--- config.mk ---
export PLATFORM = sky130hd
export DESIGN_NAME = fpAdd
export DESIGN_NICKNAME = d
export VERILOG_FILES = /design/src/hw/fpAddPkg.sv /design/src/hw/fpLeadZero.sv /design/src/hw/fpAlign.sv /design/src/hw/fpSigAdd.sv /design/src/hw/fpNormalize.sv /design/src/hw/fpAdd.sv
export VERILOG_INCLUDE_DIRS = /design/src /design/src/hw
export SDC_FILE = /design/constraint.sdc
export NUM_CORES = 1
export LEC_CHECK = 0
export BUFFER_PORTS_ARGS = -buffer_cell sky130_fd_sc_hd__buf_2
export CAP_MARGIN = 20
export CORE_AREA = 2 2 152 154
export CTS_BUF_LIST = sky130_fd_sc_hd__clkbuf_16
export DETAILED_ROUTE_END_ITERATION = 6
export DIE_AREA = 0 0 154 156
export GPL_TIMING_DRIVEN = 1
export PLACE_DENSITY = 0.73
export SYNTH_ARGS = -nofsm -noshare
export SYNTH_HDL_FRONTEND = slang
export SYNTH_SLANG_ARGS = --single-unit
--- constraint.sdc ---
create_clock -name clk -period 14 [get_ports clk]
set_clock_uncertainty 0.2 [all_clocks]
set_input_delay 0.7 -clock clk [delete_from_list [all_inputs] [get_ports clk]]
set_output_delay 0.7 -clock clk [all_outputs]
set_load 0.03 [all_outputs]
--- src/hw/fpAdd_defs.svh ---
`ifndef FP_ADD_DEFS_SVH
`define FP_ADD_DEFS_SVH

// single precision field widths
`define EXP_W 8
`define FRAC_W 23

// zero bits kept below the fraction while aligning
`define GUARD_W 3

// hidden bit + fraction + guard bits
`define SIG_W (1 + `FRAC_W + `GUARD_W)

// exponent code reserved for infinity
`define EXP_MAX 255

// leading zero count, wide enough for SIG_W - 1
`define LZ_W 5

`endif

--- src/hw/fpAddPkg.sv ---
`include "fpAdd_defs.svh"

package fpAddPkg;

  ////////////////////
  // float word layout
  ////////////////////

  // ieee 754 single, msb first
  typedef struct packed {
    logic              sign;
    logic [`EXP_W-1:0]  exponent;
    logic [`FRAC_W-1:0] fraction;
  } floatFieldsT;

  // same 32 bits seen two ways
  // raw word for transport and compare
  // field view for decode and pack
  typedef union packed {
    logic [31:0] bits;
    floatFieldsT fields;
  } floatWordT;

endpackage

--- src/hw/fpLeadZero.sv ---
`timescale 1ns/1ps
`include "fpAdd_defs.svh"

module fpLeadZero (
  input  logic [`SIG_W-1:0] value,
  output logic [`LZ_W-1:0]  count
);

  // priority encoder, highest set bit wins
  // scan upward so the last hit is the leading one
  always_comb begin
    count = '0;
    for (int i = 0; i < `SIG_W; i++) begin
      if (value[i]) begin
        // zeros sitting above bit i
        count = `LZ_W'(`SIG_W - 1 - i);
      end
    end
  end

  // all-zero value leaves count at 0
  // caller ignores it then, the zero flag takes over

endmodule

--- src/hw/fpAlign.sv ---
`timescale 1ns/1ps
`include "fpAdd_defs.svh"

module fpAlign import fpAddPkg::*; (
  input  logic              clk,
  input  logic              reset,
  input  logic              en,
  input  floatWordT         a,
  input  floatWordT         b,
  output logic              alignValid,
  output logic              alignSign,
  output logic              alignSub,
  output logic [`EXP_W-1:0] alignExp,
  output logic [`SIG_W-1:0] alignBig,
  output logic [`SIG_W-1:0] alignSmall
);

  ////////////////////
  // operand decode
  ////////////////////

  logic [`EXP_W-1:0] expA;
  logic [`EXP_W-1:0] expB;
  logic [`SIG_W-1:0] sigA;
  logic [`SIG_W-1:0] sigB;

  assign expA = a.fields.exponent;
  assign expB = b.fields.exponent;

  // exponent 0 means zero or denormal, both flushed to zero
  // otherwise hidden one, fraction, then guard bits
  assign sigA = (expA == '0) ? '0 : {1'b1, a.fields.fraction, {`GUARD_W{1'b0}}};
  assign sigB = (expB == '0) ? '0 : {1'b1, b.fields.fraction, {`GUARD_W{1'b0}}};

  ////////////////////
  // magnitude order
  ////////////////////

  logic              aIsBig;
  logic              bigSign;
  logic [`EXP_W-1:0] bigExp;
  logic [`EXP_W-1:0] smallExp;
  logic [`EXP_W-1:0] expDiff;
  logic [`SIG_W-1:0] bigSig;
  logic [`SIG_W-1:0] smallSig;
  logic [`SIG_W-1:0] shiftedSig;

  // larger exponent wins, fraction breaks a tie
  // on a full tie a is taken, sign then only matters for x + x
  assign aIsBig = (expA > expB) ||
                  ((expA == expB) && (a.fields.fraction >= b.fields.fraction));

  assign bigSign  = aIsBig ? a.fields.sign : b.fields.sign;
  assign bigExp   = aIsBig ? expA : expB;
  assign smallExp = aIsBig ? expB : expA;
  assign bigSig   = aIsBig ? sigA : sigB;
  assign smallSig = aIsBig ? sigB : sigA;

  // never negative, bigExp >= smallExp
  assign expDiff = bigExp - smallExp;

  // shifted out bits dropped, gap past the significand clears it
  assign shiftedSig = (expDiff >= `SIG_W) ? '0 : (smallSig >> expDiff);

  ////////////////////
  // stage register
  ////////////////////

  always_ff @(posedge clk) begin
    if (reset) begin
      alignValid <= 1'b0;
    end else begin
      alignValid <= en;
    end
  end

  // payload only moves with a new operand pair
  always_ff @(posedge clk) begin
    if (en) begin
      alignSign  <= bigSign;
      // differing signs turn the add into a subtract
      alignSub   <= a.fields.sign ^ b.fields.sign;
      alignExp   <= bigExp;
      alignBig   <= bigSig;
      alignSmall <= shiftedSig;
    end
  end

endmodule

--- src/hw/fpSigAdd.sv ---
`timescale 1ns/1ps
`include "fpAdd_defs.svh"

module fpSigAdd (
  input  logic              clk,
  input  logic              reset,
  input  logic              alignValid,
  input  logic              alignSign,
  input  logic              alignSub,
  input  logic [`EXP_W-1:0] alignExp,
  input  logic [`SIG_W-1:0] alignBig,
  input  logic [`SIG_W-1:0] alignSmall,
  output logic              sumValid,
  output logic              sumSign,
  output logic              sumZero,
  output logic [`EXP_W-1:0] sumExp,
  output logic [`SIG_W:0]   sumSig
);

  // one extra bit at the top catches the carry
  logic [`SIG_W:0] sigSum;
  logic            sigZero;

  // big >= small, so the difference stays non-negative
  assign sigSum = alignSub ? ({1'b0, alignBig} - {1'b0, alignSmall})
                           : ({1'b0, alignBig} + {1'b0, alignSmall});

  // exact cancellation or two zero operands
  assign sigZero = (sigSum == '0);

  ////////////////////
  // stage register
  ////////////////////

  always_ff @(posedge clk) begin
    if (reset) begin
      sumValid <= 1'b0;
    end else begin
      sumValid <= alignValid;
    end
  end

  always_ff @(posedge clk) begin
    if (alignValid) begin
      sumSign <= alignSign;
      sumExp  <= alignExp;
      sumSig  <= sigSum;
      sumZero <= sigZero;
    end
  end

endmodule

--- src/hw/fpNormalize.sv ---
`timescale 1ns/1ps
`include "fpAdd_defs.svh"

module fpNormalize import fpAddPkg::*; (
  input  logic              clk,
  input  logic              reset,
  input  logic              sumValid,
  input  logic              sumSign,
  input  logic              sumZero,
  input  logic [`EXP_W-1:0] sumExp,
  input  logic [`SIG_W:0]   sumSig,
  output floatWordT         y,
  output logic              done
);

  ////////////////////
  // leading one search
  ////////////////////

  logic [`LZ_W-1:0] lzCount;

  // carry bit handled apart, only the low bits searched
  fpLeadZero u_leadZero (
    .value (sumSig[`SIG_W-1:0]),
    .count (lzCount)
  );

  ////////////////////
  // shift and exponent
  ////////////////////

  logic                   carry;
  logic [`SIG_W-1:0]      normSig;
  logic signed [`EXP_W:0] resExp;
  logic                   expOver;
  logic                   expUnder;

  assign carry = sumSig[`SIG_W];

  // carry: one right, else left until the leading one sits at the top
  assign normSig = carry ? sumSig[`SIG_W:1] : (sumSig[`SIG_W-1:0] << lzCount);

  // one bit wider and signed, room for 255 and for values below zero
  assign resExp = carry
    ? $signed({1'b0, sumExp}) + $signed((`EXP_W+1)'(1))
    : $signed({1'b0, sumExp}) - $signed({{(`EXP_W+1-`LZ_W){1'b0}}, lzCount});

  assign expOver  = (resExp >= `EXP_MAX);
  assign expUnder = (resExp <= 0);

  ////////////////////
  // result packing
  ////////////////////

  floatWordT res;

  always_comb begin
    res.fields.sign     = sumSign;
    res.fields.exponent = resExp[`EXP_W-1:0];
    // 23 bits under the leading one, guard bits truncated
    res.fields.fraction = normSig[`SIG_W-2 -: `FRAC_W];
    if (sumZero) begin
      // cancellation always gives +0
      res.bits = '0;
    end else if (expOver) begin
      // signed infinity
      res.fields.exponent = `EXP_W'(`EXP_MAX);
      res.fields.fraction = '0;
    end else if (expUnder) begin
      // flush to signed zero
      res.fields.exponent = '0;
      res.fields.fraction = '0;
    end
  end

  ////////////////////
  // output register
  ////////////////////

  always_ff @(posedge clk) begin
    if (reset) begin
      done <= 1'b0;
    end else begin
      done <= sumValid;
    end
  end

  // y held until the next result lands
  always_ff @(posedge clk) begin
    if (sumValid) begin
      y <= res;
    end
  end

endmodule

--- src/hw/fpAdd.sv ---
`timescale 1ns/1ps
`include "fpAdd_defs.svh"

module fpAdd import fpAddPkg::*; (
  input  logic      clk,
  input  logic      reset,
  input  logic      en,
  input  floatWordT a,
  input  floatWordT b,
  output floatWordT y,
  output logic      done
);

  // align to add
  logic              alignValid;
  logic              alignSign;
  logic              alignSub;
  logic [`EXP_W-1:0] alignExp;
  logic [`SIG_W-1:0] alignBig;
  logic [`SIG_W-1:0] alignSmall;

  // add to normalise
  logic              sumValid;
  logic              sumSign;
  logic              sumZero;
  logic [`EXP_W-1:0] sumExp;
  logic [`SIG_W:0]   sumSig;

  ////////////////////
  // compare and shift
  ////////////////////

  fpAlign u_align (
    .clk        (clk),
    .reset      (reset),
    .en         (en),
    .a          (a),
    .b          (b),
    .alignValid (alignValid),
    .alignSign  (alignSign),
    .alignSub   (alignSub),
    .alignExp   (alignExp),
    .alignBig   (alignBig),
    .alignSmall (alignSmall)
  );

  ////////////////////
  // significand add
  ////////////////////

  fpSigAdd u_sigAdd (
    .clk        (clk),
    .reset      (reset),
    .alignValid (alignValid),
    .alignSign  (alignSign),
    .alignSub   (alignSub),
    .alignExp   (alignExp),
    .alignBig   (alignBig),
    .alignSmall (alignSmall),
    .sumValid   (sumValid),
    .sumSign    (sumSign),
    .sumZero    (sumZero),
    .sumExp     (sumExp),
    .sumSig     (sumSig)
  );

  ////////////////////
  // normalise and pack
  ////////////////////

  fpNormalize u_normalize (
    .clk      (clk),
    .reset    (reset),
    .sumValid (sumValid),
    .sumSign  (sumSign),
    .sumZero  (sumZero),
    .sumExp   (sumExp),
    .sumSig   (sumSig),
    .y        (y),
    .done     (done)
  );

endmodule

== After elaboration in Yosys (flattened, before gate mapping) ==
Cells that the tools add are included.

* Register bits after elaboration: 137
* Word-level logic and storage cells: 73

* Add/sub/neg operators: 5
* Magnitude comparators: 5
* Equality and inequality tests: 1
* Shifts and indexed selects: 2
* Mux-type cells: 39
* Bitwise logic cells: 1
* Reductions and logical operators: 6

{| class="wikitable"
|+ Operators by type and width
! cell !! number
|-
| 2-to-1 mux 5 bit || 27
|-
| 2-to-1 mux 27 bit || 4
|-
| 2-to-1 mux 31 bit || 2
|-
| adder 27 x 27 -> 28 bit || 1
|-
| zero test 28 bit || 1
|-
| 2-to-1 mux 28 bit || 1
|-
| subtractor 27 x 27 -> 28 bit || 1
|-
| left shift 27 x 5 -> 26 bit || 1
|-
| right shift 27 x 8 -> 27 bit || 1
|-
| 2-to-1 mux 26 bit || 1
|-
| >= comparator 23 bit || 1
|-
| zero test 8 bit || 2
|-
| 2-to-1 mux 8 bit || 2
|-
| adder 8 x 1 -> 9 bit (second input constant) || 1
|-
| >= comparator 9 bit (second input constant) || 1
|-
| less-or-equal comparator 9 x 1 -> 1 bit (second input constant) || 1
|-
| 2-to-1 mux 9 bit || 1
|-
| subtractor 8 x 5 -> 9 bit || 1
|-
| equality test 8 bit || 1
|-
| >= comparator 8 x 5 -> 1 bit (second input constant) || 1
|-
| greater-than comparator 8 bit || 1
|-
| subtractor 8 bit || 1
|-
| OR reduction 3 bit || 1
|-
| logical AND 1 bit || 1
|-
| 3 further kinds || 3
|}

== Depth between registers and ports, before layout ==
* Word-level depth: 32
* Gate-level depth with buffers: 28

== Modules after synthesis ==
From an unflattened synthesis, not the netlist that was laid out.

* Cell total of the unflattened synthesis: 1462
* Area, all modules: 13188.9 µm²

{| class="wikitable"
|+ By module, submodules not included
! module !! instances !! cells each !! area each (µm²)
|-
| fpAlign || 1 || 653 || 5883.1
|-
| fpSigAdd || 1 || 422 || 3726.1
|-
| fpNormalize || 1 || 333 || 3264.4
|-
| fpLeadZero || 1 || 54 || 315.3
|}

== Least setup slack after synthesis ==
No wires, ideal clock.

* Kind: register to register
* Start: reg u_sigAdd.sumSig[19]
* End: reg u_normalize.y[14] (netlist name) (data pin)
* Library setup time: 0.180 ns
* Arrival time: 5.944 ns
* Path slack: 7.676 ns
* Stages on the path, launching flop included: 27
* Period minus slack after synthesis: 6.324 ns
* Cells stage by stage: edfxtp_1 -> inv_1 -> a21oi_1 -> o21ai_0 -> a21oi_1 -> o21ai_0 -> a2111oi_0 -> nor2_1 -> clkbuf_1 -> clkbuf_1 -> ha_1 -> and3_1 -> ha_1 -> nor2b_1 -> ha_1 -> a21boi_0 -> o21ai_0 -> a21boi_0 -> o21ai_0 -> a211oi_1 -> or2_2 -> clkbuf_1 -> ha_1 -> or3b_2 -> clkbuf_1 -> clkbuf_1 -> a221oi_1

* Word-level cells in the longest chain between the ends: 12
* Elaborated cells on any way between the ends: 15

{| class="wikitable"
|+ Ends and longest elaborated chain
! what !! line !! text
|-
| start, declared || fpSigAdd.sv:17 || <nowiki>output logic [`SIG_W:0] sumSig</nowiki>
|-
| start signal, assigned || fpSigAdd.sv:47 || <nowiki>sumSig <= sigSum;</nowiki>
|-
| 2-to-1 mux 5 bit (8 in a row) || fpLeadZero.sv:14 || <nowiki>if (value[i]) begin</nowiki>
|-
| subtractor 8 x 5 -> 9 bit || fpNormalize.sv:46 || <nowiki>: $signed({1'b0, sumExp}) - $signed({{(`EXP_W+1-`LZ_W){1'b0}}, lzCount});</nowiki>
|-
| 2-to-1 mux 9 bit || fpNormalize.sv:44 || <nowiki>assign resExp = carry</nowiki>
|-
| less-or-equal comparator 9 x 1 -> 1 bit / >= comparator 9 bit (equally long branches) || - ||
|-
| OR reduction 3 bit (no source line) || - ||
|-
| end signal, assigned || fpNormalize.sv:91 || <nowiki>y <= res;</nowiki>
|-
| end, declared || fpNormalize.sv:12 || <nowiki>output floatWordT y,</nowiki>
|}

Parallel ways exist; a longest one is shown, timed or not.
A chain may end at the register's enable or synchronous reset.

== Worst setup path in the final report ==
* Start: reg u_sigAdd.sumSig[1]
* End: reg u_normalize.y[19] (netlist name) (data pin)

* Word-level cells in the longest chain between the ends: 30
* Elaborated cells on any way between the ends: 33

{| class="wikitable"
|+ Ends and longest elaborated chain
! what !! line
|-
| 2-to-1 mux 5 bit (26 in a row) || fpLeadZero.sv:14
|-
| subtractor 8 x 5 -> 9 bit || fpNormalize.sv:46
|-
| 2-to-1 mux 9 bit || fpNormalize.sv:44
|-
| less-or-equal comparator 9 x 1 -> 1 bit / >= comparator 9 bit (equally long branches) || -
|-
| OR reduction 3 bit (no source line) || -
|}

Parallel ways exist; a longest one is shown, timed or not.

==> flow_summary.toml <==
[outcome]
status = "complete, no violations"

[pwr]
power_density_nw_per_um2 = 138.6
power.static_leakage_nw = 5.564
ir_worst_vdd_mv = 0.09848
finalPower_mw = 1.850

[timing]
clock.fmax_ghz = 0.1460
timing.setup.tns_ns = 0
setup_viol = 0
rsz0062_at_grt = "false"
final_max_slew_viol_count = 0
hold-worst-slack_ns = 0.2326
period_needed_ns = 6.849
fin_crit_sh_pct = 48.92
slew_headroom_pct = 26.73
hold_viol_final = 0
tightest_slew_ns = 1.099

[floorplan]
coreArea_sq_um = 22370
start_util_pct = 53.91
ios = 100
dieArea_sq_um = 24020
die_h_microns = 156
fp.dieW_microns = 154
fp-row-count = 55

[critical_path]
startpoint_type = "flop"
crit_required_ns = 14.03
worst-path-max-fanout = 26
cp-end-kind = "flop"
cp_data_arrival_time_ns = 6.88
reg2reg_depth = 22
path_class = "reg2reg"

[synthesis]
yosys_most_used_dff = "edfxtp_1"
ys_seq_area_share_pct = 33.13
synth.avg_cell_area_sq_um = 9.065
synth_top_area_cell = "edfxtp_1"
synth-edff-count = 131
synthTopCellsByArea = "edfxtp_1 (33%), mux2i_1 (8.1%), ha_1 (7.1%), mux4_2 (4.9%), nand2_1 (3.9%)"
async_flop_share_pct = 0
yosysUniqueCellTypes = 90
ys_warn_count = 0
synth_common_cells = "edfxtp_1 (131), nand2_1 (126), nor2_1 (123)"
syn_inst = 1330
synth_most_common_cell = "edfxtp_1"
synth_nets = 1466
syn-cell-area_sq_um = 12060
synth_seq_cells = 134
yosys.area.top_type_share_pct = 32.63

[cts]
cts_root_buf = "clkbuf_16"
post_cts_buffers = 0
cts_tree = "done"
clock_sinks = 134
cts.clk_slew.worst_paths_ns = 0.06
clock_path_buffers = 2
clock_latency_ns = 0.43
htree_levels = 4
hold_buffers = 0
cts_resized = 0
cts_buffers = 17

[routing]
totalWireLength_mm = 28.83
firstDrtPassIters = 5
drtAntennaViolNets = 0
remaining_drc_errors = 0
vias_per_cell = 6.050
num_vias = 10224
drtIter0Drc = 755
wl_per_cell_microns = 17.06

[place]
dp.cells = 1658
io_buffer_count = 99
dpl_cell_area_sq_um = 12740
hpwl_mm = 22.35
gp_congestion = 0.9453

[global_route]
antenna_found_initial = 0
grt_pass1_vias = 9680
grt_pass1_wl_mm = 47.44
grt_max_degree = 107
grt_usage_pct = 24.32
overflow = 0

[cells_and_area]
area_growth_pct = 10.66
nets = 1528
antenna_cells = 0
final_cells = 1690
design_area_sq_um = 13340
drive_gt1_share_pct = 15.09

[run]
maxCapViolCount = 0

[worst_hold_path]
hp-class = "reg2reg"
whs_path_depth = 0
-- power by group --
| group | switching, mW | internal [mW] | leakage [nW] |
|---|---|---|---|
| sequential | 0.0465 | 0.507 | 1.33 |
| clock | 0.160 | 0.293 | 0.305 |
| combinational | 0.493 | 0.349 | 3.93 |
-- final timing paths --
check | startpoint | slack [ns] | endpoint
max | u_sigAdd.sumSig[1]$_DFFE_PP_ | 7.15 | u_normalize.y[19]$_SDFFCE_PP0P_
max reg2reg | u_sigAdd.sumSig[1]$_DFFE_PP_ | 7.15 | u_normalize.y[19]$_SDFFCE_PP0P_
min | u_align.alignExp[0]$_DFFE_PP_ | 0.23 | u_sigAdd.sumExp[0]$_DFFE_PP_
min reg2reg | u_align.alignExp[0]$_DFFE_PP_ | 0.23 | u_sigAdd.sumExp[0]$_DFFE_PP_
-- worst max-delay path, stage by stage (launching register included) --
cell and delay (ns):
edfxtp_1 0.47, nor3b_1 0.23, o31ai_1 0.08, a211oi_1 0.31, o31ai_1 0.12, a211oi_1 0.31
o21a_1 0.17, buf_4 0.34, clkinv_1 0.54, ha_1 0.43, and3_1 0.16, ha_1 0.25
nor2b_1 0.13, ha_1 0.34, a21boi_0 0.14, o21ai_0 0.21, a21boi_0 0.14, o21ai_0 0.23
a211oi_1 0.14, or2_2 0.37, ha_1 0.32, or3b_2 0.67, a211oi_1 0.33
-- layout make-up --
cell class,instances,area [sq um]
Clock buffer,17,425.4
Clock inverter,15,173.9
Fill cell,1930,9024
Inverter,81,304.0
Multi-Input combinational cell,1045,7487
Sequential cell,134,3994
Tap cell,285,356.6
Timing Repair Buffer,113,600.6
-- cells by family after synthesis --
kind of cell	count (synthesis)	synth area share, %
mux	139	14.40
buf+inv	151	4.929
simple gates	451	18.11
fa+ha+maj	69	7.223
xor+xnor	60	4.421
compound gates	326	17.79
flops	134	33.13
-- sequential cells by signal, indices dropped and copies added (netlist names) --
signal,count
u_align.alignBig,24
u_align.alignExp,8
u_align.alignSign,1
u_align.alignSmall,27
u_align.alignSub,1
u_align.alignValid,1
u_normalize.done,1
u_normalize.y,32
u_sigAdd.sumExp,8
u_sigAdd.sumSig,28
u_sigAdd.sumSign,1
u_sigAdd.sumValid,1
u_sigAdd.sumZero,1
-- placed cells by master (no fill, tap or decap), types with 11 or more instances in the layout --
master / n
edfxtp_1: 131
nand2_1: 126
nor2_1: 122
buf_2: 99
mux2i_1: 97
inv_1: 83
o21ai_0: 82
a21oi_1: 76
ha_1: 68
xnor2_1: 48
nand3_1: 42
nor3_1: 28
mux4_2: 26
nand2b_1: 25
a31oi_1: 22
nor2b_1: 18
clkbuf_16: 17
a211oi_1: 16
nor4_1: 16
mux2_2: 16
buf_4: 14
a21o_1: 12
xor2_1: 11
-- through the flow --
stage | util [%] | worst slack (ns)
2_1_floorplan | - | 7.676
3_3_place_gp | 56.97 | 7.379
3_5_place_dp | 56.97 | 7.177
4_1_cts | 59.65 | 7.146
5_1_grt | 59.65 | 6.583
6_report | 59.65 | 7.151
-- layer usage --
layer / global-route usage, % / wire length, microns / part of all wire, % / vias to the layer above
met5: 0 / 0 / 0 / -
met1: 30.46 / 12500 / 43 / 4717
met4: 11.62 / 1102 / 3.8 / 0
met3: 2.639 / 1305 / 4.5 / 67
li1: - / - / - / 5104
met2: 42.24 / 13920 / 48 / 336
No activity file was read; power rests on OpenSTA's default activity.
